--- config.mk ---
export PLATFORM = sky130hd
export DESIGN_NAME = periph_decode
export DESIGN_NICKNAME = d
export VERILOG_FILES = /design/src/rtl/harness_pkg.sv /design/src/rtl/periph_decode.sv
export SDC_FILE = /design/constraint.sdc
export NUM_CORES = 1
export LEC_CHECK = 0
export BUFFER_PORTS_ARGS = -buffer_cell sky130_fd_sc_hd__clkbuf_2
export CAP_MARGIN = 20
export CORE_AREA = 2 2 120 122
export DETAILED_ROUTE_END_ITERATION = 6
export DIE_AREA = 0 0 122 124
export GPL_TIMING_DRIVEN = 0
export SYNTH_ARGS = -nofsm -noshare
export SYNTH_HDL_FRONTEND = slang
export SYNTH_SLANG_ARGS = --single-unit
--- constraint.sdc ---
create_clock -name vclk -period 3.6
set_input_delay 0.72 -clock vclk [all_inputs]
set_output_delay 0.72 -clock vclk [all_outputs]
set_load 0.01 [all_outputs]
--- src/rtl/harness_pkg.sv ---
// Bus widths, register bus and OBI structs
// Register slot map and register offsets
package harness_pkg;

  typedef logic [31:0] addr_t;
  typedef logic [31:0] data_t;
  typedef logic [3:0]  strb_t;

  // Register bus, answered in the same cycle as valid
  typedef struct packed {
    addr_t addr;
    logic  write;
    data_t wdata;
    strb_t wstrb;
    logic  valid;
  } reg_req_t;

  typedef struct packed {
    data_t rdata;
    logic  error;
    logic  ready;
  } reg_rsp_t;

  // OBI request and response
  typedef struct packed {
    logic  req;
    logic  we;
    strb_t be;
    addr_t addr;
    data_t wdata;
  } obi_req_t;

  typedef struct packed {
    logic  gnt;
    logic  rvalid;
    data_t rdata;
  } obi_rsp_t;

  typedef enum logic {
    SLOT_POWER,
    SLOT_EXIT
  } slot_e;

  // Register slots, 256 bytes each
  localparam addr_t POWER_BASE = 32'h2000_0000;
  localparam addr_t EXIT_BASE  = 32'h2000_0100;
  localparam addr_t SLOT_SPAN  = 32'h0000_0100;

  // Power control offsets
  localparam addr_t REG_SWITCH     = 32'h0;
  localparam addr_t REG_ACK_STATUS = 32'h4;
  localparam addr_t REG_IRQ        = 32'h8;
  localparam addr_t REG_IRQ_EN     = 32'hC;

  // Exit slot offset
  localparam addr_t REG_EXIT_VALUE = 32'h0;

endpackage
--- src/rtl/periph_decode.sv ---
// Register bus decoder for the power and exit slots
// Unmapped addresses get an error response
module periph_decode
  import harness_pkg::*;
(
  input  reg_req_t req_i,
  output reg_rsp_t rsp_o,
  output reg_req_t power_req_o,
  input  reg_rsp_t power_rsp_i,
  output reg_req_t exit_req_o,
  input  reg_rsp_t exit_rsp_i
);

  slot_e sel;
  logic  hit;

  always_comb begin
    hit = 1'b1;
    sel = SLOT_POWER;
    if (req_i.addr >= POWER_BASE && req_i.addr < POWER_BASE + SLOT_SPAN) begin
      sel = SLOT_POWER;
    end else if (req_i.addr >= EXIT_BASE && req_i.addr < EXIT_BASE + SLOT_SPAN) begin
      sel = SLOT_EXIT;
    end else begin
      hit = 1'b0;
    end
  end

  // Only the selected slot sees valid
  always_comb begin
    power_req_o       = req_i;
    exit_req_o        = req_i;
    power_req_o.valid = req_i.valid && hit && (sel == SLOT_POWER);
    exit_req_o.valid  = req_i.valid && hit && (sel == SLOT_EXIT);
  end

  always_comb begin
    if (!hit) begin
      rsp_o.rdata = '0;
      rsp_o.error = 1'b1;
      rsp_o.ready = req_i.valid;
    end else if (sel == SLOT_EXIT) begin
      rsp_o = exit_rsp_i;
    end else begin
      rsp_o = power_rsp_i;
    end
  end

endmodule

==> results.py, run 1 <==
metrics = {
    "outcome": {
        "status": "completed",
    },
    "worst_setup_path": {
        "endpoint": "rsp_o[7]",
        "worstPathRequired_ns": 2.88,
        "path_class": "in2out",
        "startpoint": "req_i[48]",
        "crit_fanout": 10,
        "cp_data_arrival_time_ns": 2.23,
        "crit_path_end_kind": "primary output",
        "critPathLaunchType": "input pin",
    },
    "synth": {
        "synth_compound_area_share_pct": 0.5216,
        "syn_nets": 363,
        "synth_xor_area_share_pct": 0,
        "yosysUniqueCellTypes": 14,
        "ys_warn_count": 0,
        "synth_top_family_by_area": "buffers and inverters",
        "postSynthCellCount": 225,
        "synth-simple-area-share_pct": 13.86,
        "synthTopCellsByArea": "buf_4, mux2i_1, nor2_1",
        "synth_fa_ha_area_share_pct": 0,
        "yosysTopAreaCellShare_pct": 61.70,
        "syn_area_um2": 1679,
        "synth.avg_cell_area_um2": 7.463,
        "synth_top_area_cell": "buf_4",
        "synthMuxAreaShare_pct": 20.27,
        "seq_area_frac_synth_pct": 0,
    },
    "power_and_ir_drop": {
        "p_comb_share_pct": 100.0,
        "ir_worst_vdd_uv": 40.74,
        "p_sw_share_pct": 39.72,
        "p_int_uw": 200.5,
        "power_uw": 332.6,
        "pwr-share-seq_pct": 0,
        "pwr-share-clk_pct": 0,
        "switching_power_uw": 132.1,
        "power_leakage_uw": 0.002093,
        "powerDensity_nw_per_um2": 102.8,
    },
    "routing": {
        "dr.pass1.iters": 4,
        "drc": 0,
        "drt_wl_total_um": 7247,
        "vias": 2229,
        "ant_nets": 0,
        "routed_via_density": 3.322,
        "post_drt_wl_per_cell_um": 10.80,
        "drt_iter0_markers": 13,
    },
    "global_route": {
        "grt_pass1_wl_um": 9321,
        "grt_start_max_net_pins": 11,
        "met1_usage_pct": 7.922,
        "grt_pass1_vias": 1934,
        "top_usage_layer": "met2",
        "antenna_found_initial": 0,
        "gr-usage-all-layers_pct": 7.826,
        "gr-total-overflow": 0,
        "met3_usage_pct": 1.007,
        "grtUsageMet2_pct": 17.49,
    },
    "cts": {
        "ctsHoldBuffers": 0,
        "cts_resized": 0,
        "cts_setup_buffers": 0,
    },
    "die": {
        "io_pins": 312,
        "core_area_um2": 13720,
        "die_h_um": 124,
        "rows": 43,
        "die_w_um": 122,
        "initial_core_util_pct": 12.24,
        "dieArea_um2": 15130,
    },
    "sta": {
        "hold_violations": 0,
        "relSlewSlack_pct": 54.81,
        "fmax_mhz": 339.0,
        "rsz0062_at_grt": "false",
        "period_share_pct": 81.93,
        "setup-tns-final_ns": 0,
        "drv_slew": 0,
        "final-setup-viol-count": 0,
        "worst_pin_slew_ns": 0.6716,
        "min_period_ns": 2.950,
    },
    "place": {
        "dpl.hpwl_um": 6881,
        "gp_congestion": 0.8342,
        "place_area_um2": 3236,
        "numPortBuffers": 266,
    },
    "min_path": {
        "hold_path.class": "in2out",
    },
    "final_layout": {
        "diodes": 0,
        "drive_gt1_share_pct": 86.15,
        "final_nets": 631,
        "clock_buffers": 0,
        "design.seq.count": 0,
        "ff_latch_area_um2": 0,
        "syn2layout_area_growth_pct": 92.70,
        "fin_area_um2": 3236,
    },
    "flow_run": {
        "maxCapViolations": 0,
    },
}
routing by layer:
metal / vias up / wire, um / share of wire, %
met5: - / 0 / 0
met4: 0 / 0 / 0
met1: 934 / 2336 / 32
met3: 0 / 829 / 11
li1: 1121 / - / -
met2: 174 / 4081 / 56
Yosys cell counts (all sizes together):
| cell | n |
|---|---|
| nand3 | 1 |
| mux2i | 34 |
| and2 | 1 |
| nor4 | 4 |
| nor2 | 32 |
| a211o | 1 |
| nor3 | 3 |
| nor4b | 1 |
| and4 | 1 |
| inv | 2 |
| buf | 145 |
worst min-delay path by stage:
| stage | start | slack [ns] | to | cells after the start |
|---|---|---|---|---|
| 4_1_cts | req_i[19] | 1.63 | exit_req_o[19] | 2 |
| 3_3_place_gp | req_i[19] | 1.63 | exit_req_o[19] | 2 |
| 6_report | req_i[19] | 1.63 | exit_req_o[19] | 2 |
| 5_1_grt | req_i[7] | 1.63 | power_req_o[7] | 2 |
| 3_5_place_dp | req_i[6] | 1.63 | power_req_o[6] | 2 |
| 2_1_floorplan | req_i[10] | 1.53 | exit_req_o[10] | 1 |
critical path, stage by stage:
cell	delay [ns]
clkbuf_2	0.10
nor4_1	0.61
nand3_4	0.27
buf_6	0.23
nor2_2	0.14
clkbuf_2	0.16
power groups by stage:
stage / Sequential (uW) / Clock, uW / Combinational [uW]
finish: 0 / 0 / 333
floorplan: 0 / 0 / 196
detailed placement: 0 / 0 / 338
CTS: 0 / 0 / 338
global route: 0 / 0 / 363
global placement: 0 / 0 / 336
stage by stage:
step	hold slack [ns]	cells	setup WS (ns)	utilization, %
after global routing	1.630	671	0.5137	23.58
after floorplan	1.532	225	1.202	-
after detailed placement	1.628	671	0.5563	23.58
after CTS	1.628	671	0.5553	23.58
final	1.627	671	0.6504	23.58
after global placement	1.628	671	0.5267	23.58
cells by family (layout without fill, tap and decap cells):
group | count (synthesis) | after routing
and+or+nand+nor | 43 | 43
muxes | 34 | 34
AOI/OAI and AO/OA | 1 | 1
buffers and inverters | 147 | 413
placed cells by master (no fill, tap or decap):
master    count
clkbuf_2    266
nor3_1        3
buf_6         3
a211o_1       1
inv_1         2
nor2_1       22
nor2_2       10
buf_2         4
nand3_4       1
mux2i_1      34
and4_1        1
buf_4       138
nor4_1        4
and2_1        1
nor4b_2       1
final cells by class:
class / instances / area (um2)
plain buffers: 145 / 1090
multi-input cells: 78 / 581.8
well taps: 180 / 225.2
repair buffers: 266 / 1331
inverters: 2 / 7.507
fillers: 1556 / 10480
(Power assumes the default switching activity.)
==> run 2: changes to the inputs <==
--- a/config.mk
+++ b/config.mk
@@ -5,11 +5,12 @@
 export SDC_FILE = /design/constraint.sdc
 export NUM_CORES = 1
 export LEC_CHECK = 0
+export ABC_AREA = 1
 export BUFFER_PORTS_ARGS = -buffer_cell sky130_fd_sc_hd__clkbuf_2
 export CAP_MARGIN = 20
-export CORE_AREA = 2 2 120 122
+export CORE_AREA = 2 2 121 123
 export DETAILED_ROUTE_END_ITERATION = 6
-export DIE_AREA = 0 0 122 124
+export DIE_AREA = 0 0 123 125
 export GPL_TIMING_DRIVEN = 0
 export SYNTH_ARGS = -nofsm -noshare
 export SYNTH_HDL_FRONTEND = slang
==> constraint.sdc (replaced) <==
create_clock -name vclk -period 2.45
set_input_delay 0.49 -clock vclk [all_inputs]
set_output_delay 0.49 -clock vclk [all_outputs]
set_load 0.01 [all_outputs]
==> run 2 against run 1 <==
  * Core utilization shrank 0.11 points
  * Count of clock-buffer cells in the layout is the same
  * Wire length shrank 2.2%
  * Setup slack lost 0.49 ns
  * Sequential cell count is the same
  * Design area grew 3.1%
  * Non-clock buffer count grew 2
  * Die area grew 1.6%
  * Final cell count grew 9.7%
  * Hold slack lost 0.46 ns
  * Via count grew 5.2%
  * Largest cell class unchanged
==> results.py, run 2 <==
metrics = {
    "synth": {
        "syn_nets": 421,
        "synth.avg_cell_area_um2": 6.044,
        "synthTopCellsByArea": "buf_4, nand2_1, nand2_2",
        "ys_warn_count": 0,
        "netlist_top_cells_count": "buf_4, nand2_1, nor2_1",
        "yosysUniqueCellTypes": 17,
        "yosysMostFrequentCell": "buf_4",
        "postSynthCellCount": 283,
        "seq_area_frac_synth_pct": 0,
        "synth_top_area_cell": "buf_4",
        "yosysTopAreaCellShare_pct": 60.57,
        "syn_area_um2": 1710,
    },
    "power_and_ir_drop": {
        "powerDensity_nw_per_um2": 132.0,
        "power_leakage_uw": 0.002221,
        "ir_worst_vdd_uv": 69.13,
    },
    "worst_setup_path": {
        "critPathLaunchType": "input pin",
        "path_cells": "clkbuf_2 > inv_1 > nor2_1 > nand3_2 > nor2_4 > nand3_4 > clkinv_4 > buf_6 > nand2_1 > nand2_1 > clkbuf_2",
        "crit_path_end_kind": "primary output",
        "worst_path_largest_cell_delay_ns": 0.15,
        "path_class": "in2out",
        "crit_path_top_delay_cell": "nand3_2",
        "cp_data_arrival_time_ns": 1.80,
        "crit_fanout": 10,
        "worstPathRequired_ns": 1.96,
    },
    "die": {
        "initial_core_util_pct": 12.04,
        "io_pins": 312,
        "rows": 44,
        "core_area_um2": 14200,
        "die_h_um": 125,
        "dieArea_um2": 15380,
        "die_w_um": 123,
    },
    "final_layout": {
        "final_common_cell": "clkbuf_2",
        "design.seq.count": 0,
        "drive_gt1_share_pct": 78.80,
        "syn2layout_area_growth_pct": 94.95,
        "fin_area_um2": 3334,
        "n_fill_cell": 1634,
        "final_cell_mix": "clkbuf_2, buf_4, nand2_1, nor2_1, nand2_2",
        "ff_latch_area_um2": 0,
        "diodes": 0,
        "final_nets": 692,
        "clock_buffers": 0,
    },
    "place": {
        "numPortBuffers": 267,
        "place_area_um2": 3277,
        "dpl.hpwl_um": 6365,
        "gp_congestion": 0.7047,
        "dp_slack_ns": -0.03167,
    },
    "routing": {
        "drt_iter0_markers": 58,
        "ant_nets": 0,
        "dr.pass1.iters": 4,
        "drt_wl_total_um": 7090,
        "post_drt_wl_per_cell_um": 9.633,
        "vias": 2344,
        "routed_via_density": 3.185,
        "drc": 0,
    },
    "sta": {
        "drv_slew": 0,
        "final-setup-viol-count": 0,
        "min_period_ns": 2.292,
        "hold_violations": 0,
        "period_share_pct": 93.53,
        "worst_pin_slew_ns": 0.1898,
        "final.setup.worst_slack_ns": 0.1584,
        "fmax_mhz": 436.4,
        "relSlewSlack_pct": 87.21,
    },
    "global_route": {
        "grt_start_max_net_pins": 11,
        "antenna_found_initial": 0,
        "gr-usage-all-layers_pct": 7.513,
        "grt_pass1_wl_um": 9335,
        "grt_pass1_vias": 1863,
        "gr-total-overflow": 0,
    },
    "flow_run": {
        "maxCapViolations": 0,
    },
    "cts": {
        "ctsHoldBuffers": 0,
    },
    "min_path": {
        "hold_path.class": "in2out",
    },
    "outcome": {
        "status": "completed",
    },
}
==> run 2: changes by cell type in the layout (fill, tap and decap cells not counted), moves of 3 or more <==
cell     change
nand3_1      +3
mux2i_1     -34
o21ai_0      +3
inv_1        +6
nor2_2       -9
nor4_1       -4
buf_2        -4
nor3_1       -3
nand2_2     +11
nand2_1     +89
nor2_1      -11
nor2_4       +4
==> run 2: kinds of logic (layout without fill, tap and decap cells) <==
kind of cell / Yosys count / in the layout / synth area share, %
AOI/OAI and AO/OA: 3 / 3 / 0.8776
and+or+nand+nor: 126 / 126 / 31.60
buffers and inverters: 154 / 423 / 67.52
==> run 2: worst max-delay path, delay by kind of cell <==
kind | cells | cell delay, ns
buffers and inverters | 5 | 0.57
AND/OR/NAND/NOR | 6 | 0.74
==> run 2: cell type report <==
type	count	area (um2)	area share (%)
Multi-Input combinational cell	129	593.1	17.79
Tap cell	184	230.2	6.904
Inverter	10	47.55	1.426
Buffer	144	1112	33.36
Timing Repair Buffer	269	1351	40.53
==> run 2: repair_timing <==
item                                    in CTS  in global routing
setup buffers                                0                  2
resized for setup                            1                  9
pin swaps                                    0                  1
endpoints found under the setup margin       1                 30
==> run 2: final timing paths <==
| kind | from | endpoint | slack [ns] | cells past startpoint |
|---|---|---|---|---|
| worst max-delay path | req_i[67] | rsp_o[21] | 0.16 | 11 |
| worst min-delay path | req_i[16] | exit_req_o[16] | 1.17 | 2 |
==> run 2: metrics by stage <==
| stage | instances | total power (uW) | hold WS (ns) | TNS, ns | utilization, % |
|---|---|---|---|---|---|
| final | 736 | 440.1 | 1.167 | 0 | 23.48 |
| after global routing | 736 | 475.0 | 1.171 | -0.02453 | 23.48 |
| after CTS | 734 | 442.9 | 1.168 | 0 | 23.09 |
| after detailed placement | 734 | 441.0 | 1.168 | -0.03167 | 23.07 |
| after global placement | 734 | 439.8 | 1.167 | -0.06712 | 23.07 |
| after floorplan | 283 | 242.5 | 1.072 | 0 | - |
==> run 2: power by group <==
part	switching [uW]	internal, uW	total (uW)
Sequential	0	0	0
Clock	0	0	0
Combinational	171	269	440
==> run 2: layer usage <==
metal	part of all wire [%]	track usage, %
met5	0	0
met1	41	9.994
met2	51	14.04
met3	7.9	0.4106
met4	0	0
==> run 3: changes to the inputs <==
--- a/config.mk
+++ b/config.mk
@@ -12,6 +12,7 @@
 export DETAILED_ROUTE_END_ITERATION = 6
 export DIE_AREA = 0 0 123 125
 export GPL_TIMING_DRIVEN = 0
+export MAX_ROUTING_LAYER = met4
 export SYNTH_ARGS = -nofsm -noshare
 export SYNTH_HDL_FRONTEND = slang
 export SYNTH_SLANG_ARGS = --single-unit
==> run 3 against run 2 <==
  * Via count stayed put
  * Highest routed layer unchanged
  * Design area stayed put
  * Setup slack better by 0.00053 ns
  * Combinational power hardly changed
  * Core utilization stayed put
  * Count of clock-buffer cells in the layout stayed put
  * Die area stayed put
  * Non-clock buffer count stayed put
  * Sequential share of layout area stayed put
  * Critical path depth stayed put
  * Wire length hardly changed
  * Global-route usage is 0.22 points higher
==> results.py, run 3 (same netlist as run 2, synthesis figures left out) <==
metrics = {
    "final_layout": {
        "diodes": 0,
        "n_fill_cell": 1634,
        "drive_gt1_share_pct": 78.80,
        "clock_buffers": 0,
        "ff_latch_area_um2": 0,
        "fin_cells": 736,
        "syn2layout_area_growth_pct": 94.95,
        "final_nets": 692,
        "design.seq.count": 0,
        "final_cell_mix": "clkbuf_2, buf_4, nand2_1, nor2_1, nand2_2",
        "final_common_cell": "clkbuf_2",
    },
    "power_and_ir_drop": {
        "power_leakage_uw": 0.002221,
        "ir_worst_vdd_uv": 69.13,
        "powerDensity_nw_per_um2": 132.0,
    },
    "routing": {
        "ant_nets": 0,
        "post_drt_wl_per_cell_um": 9.628,
        "drt_wl_total_um": 7086,
        "drc": 0,
        "dr.pass1.iters": 4,
        "vias": 2344,
        "routed_via_density": 3.185,
        "drt_iter0_markers": 60,
    },
    "sta": {
        "worst_pin_slew_ns": 0.1898,
        "setup-tns-final_ns": 0,
        "fmax_mhz": 436.5,
        "drv_slew": 0,
        "hold_violations": 0,
        "finalHoldWorstSlack_ns": 1.167,
        "final-setup-viol-count": 0,
        "min_period_ns": 2.291,
        "period_share_pct": 93.51,
        "relSlewSlack_pct": 87.21,
    },
    "worst_setup_path": {
        "startpoint": "req_i[67]",
        "path_class": "in2out",
        "worst_path_largest_cell_delay_ns": 0.15,
        "crit_fanout": 10,
        "crit_path_top_delay_cell": "nand3_2",
        "worstPathRequired_ns": 1.96,
        "crit_path_end_kind": "primary output",
        "critPathLaunchType": "input pin",
        "cp_data_arrival_time_ns": 1.80,
        "endpoint": "rsp_o[21]",
        "path_cells": "clkbuf_2 > inv_1 > nor2_1 > nand3_2 > nor2_4 > nand3_4 > clkinv_4 > buf_6 > nand2_1 > nand2_1 > clkbuf_2",
    },
    "die": {
        "core_area_um2": 14200,
        "rows": 44,
        "io_pins": 312,
        "dieArea_um2": 15380,
        "die_h_um": 125,
        "die_w_um": 123,
        "initial_core_util_pct": 12.04,
    },
    "place": {
        "gp_congestion": 0.7126,
        "dpl.hpwl_um": 6365,
        "placed_cells": 734,
        "numPortBuffers": 267,
    },
    "min_path": {
        "hold_path.class": "in2out",
    },
    "global_route": {
        "met3_usage_pct": 0.3650,
        "grtUsageMet2_pct": 14.04,
        "top_usage_layer": "met2",
        "gr-usage-all-layers_pct": 7.733,
        "antenna_found_initial": 0,
        "grt_start_max_net_pins": 11,
        "grt_pass1_vias": 1864,
        "gr-total-overflow": 0,
        "grt_pass1_wl_um": 9335,
        "met1_usage_pct": 10.02,
    },
    "cts": {
        "ctsHoldBuffers": 0,
    },
    "outcome": {
        "status": "completed",
    },
    "flow_run": {
        "maxCapViolations": 0,
    },
}
## run 3: cell counts in the layout (fill, tap and decap cells not counted)
Identical to the previous run, type by type.
## run 3: how the worst min path moves through the flow
| stage | start | to | slack (ns) | depth (start not counted) |
|---|---|---|---|---|
| floorplan | req_i[10] | exit_req_o[10] | 1.07 | 1 |
| global placement | req_i[2] | power_req_o[2] | 1.17 | 2 |
| detailed placement | req_i[1] | power_req_o[1] | 1.17 | 2 |
| CTS | req_i[2] | power_req_o[2] | 1.17 | 2 |
| global route | req_i[15] | power_req_o[15] | 1.17 | 2 |
| finish | req_i[16] | exit_req_o[16] | 1.17 | 2 |
## run 3: critical path: cells and delay by family
family / cells / cell delay (ns)
buffers and inverters: 5 / 0.57
and+or+nand+nor: 6 / 0.74
## run 3: layout make-up
| class | instances | area (um2) | area share, % |
|---|---|---|---|
| Timing Repair Buffer | 269 | 1351 | 40.53 |
| Tap cell | 184 | 230.2 | 6.904 |
| Buffer | 144 | 1112 | 33.36 |
| Inverter | 10 | 47.55 | 1.426 |
| Multi-Input combinational cell | 129 | 593.1 | 17.79 |
## run 3: what timing repair did
action / CTS / global route
gates resized for setup: 1 / 9
pin swaps: 0 / 1
setup buffers: 0 / 2
setup endpoints to repair: 1 / 30
cloned: 0 / 0
## run 3: stage by stage
| stage | utilization, % | area (um2) | power [uW] | setup slack [ns] |
|---|---|---|---|---|
| after floorplan | - | 1710 | 242.5 | 0.5960 |
| after global placement | 23.07 | 3277 | 439.8 | -0.06712 |
| after detailed placement | 23.07 | 3277 | 441.0 | -0.03167 |
| after CTS | 23.09 | 3279 | 442.9 | 0.0006677 |
| after global routing | 23.48 | 3334 | 475.0 | -0.02453 |
| final | 23.48 | 3334 | 440.0 | 0.1590 |
## run 3: per-layer routing
layer  share of wire, %  up-vias
li1                   -     1251
met1                 41      966
met2                 51      127
met3                8.0        0
met4                  0        0
met5                  0        -
## run 3: report_power, final
group,total [uW],internal (uW),leakage [uW],switching (uW)
registers,0,0,0,0
clock network,0,0,0,0
logic,440,269,0.00222,171
total,440,269,0.00222,171
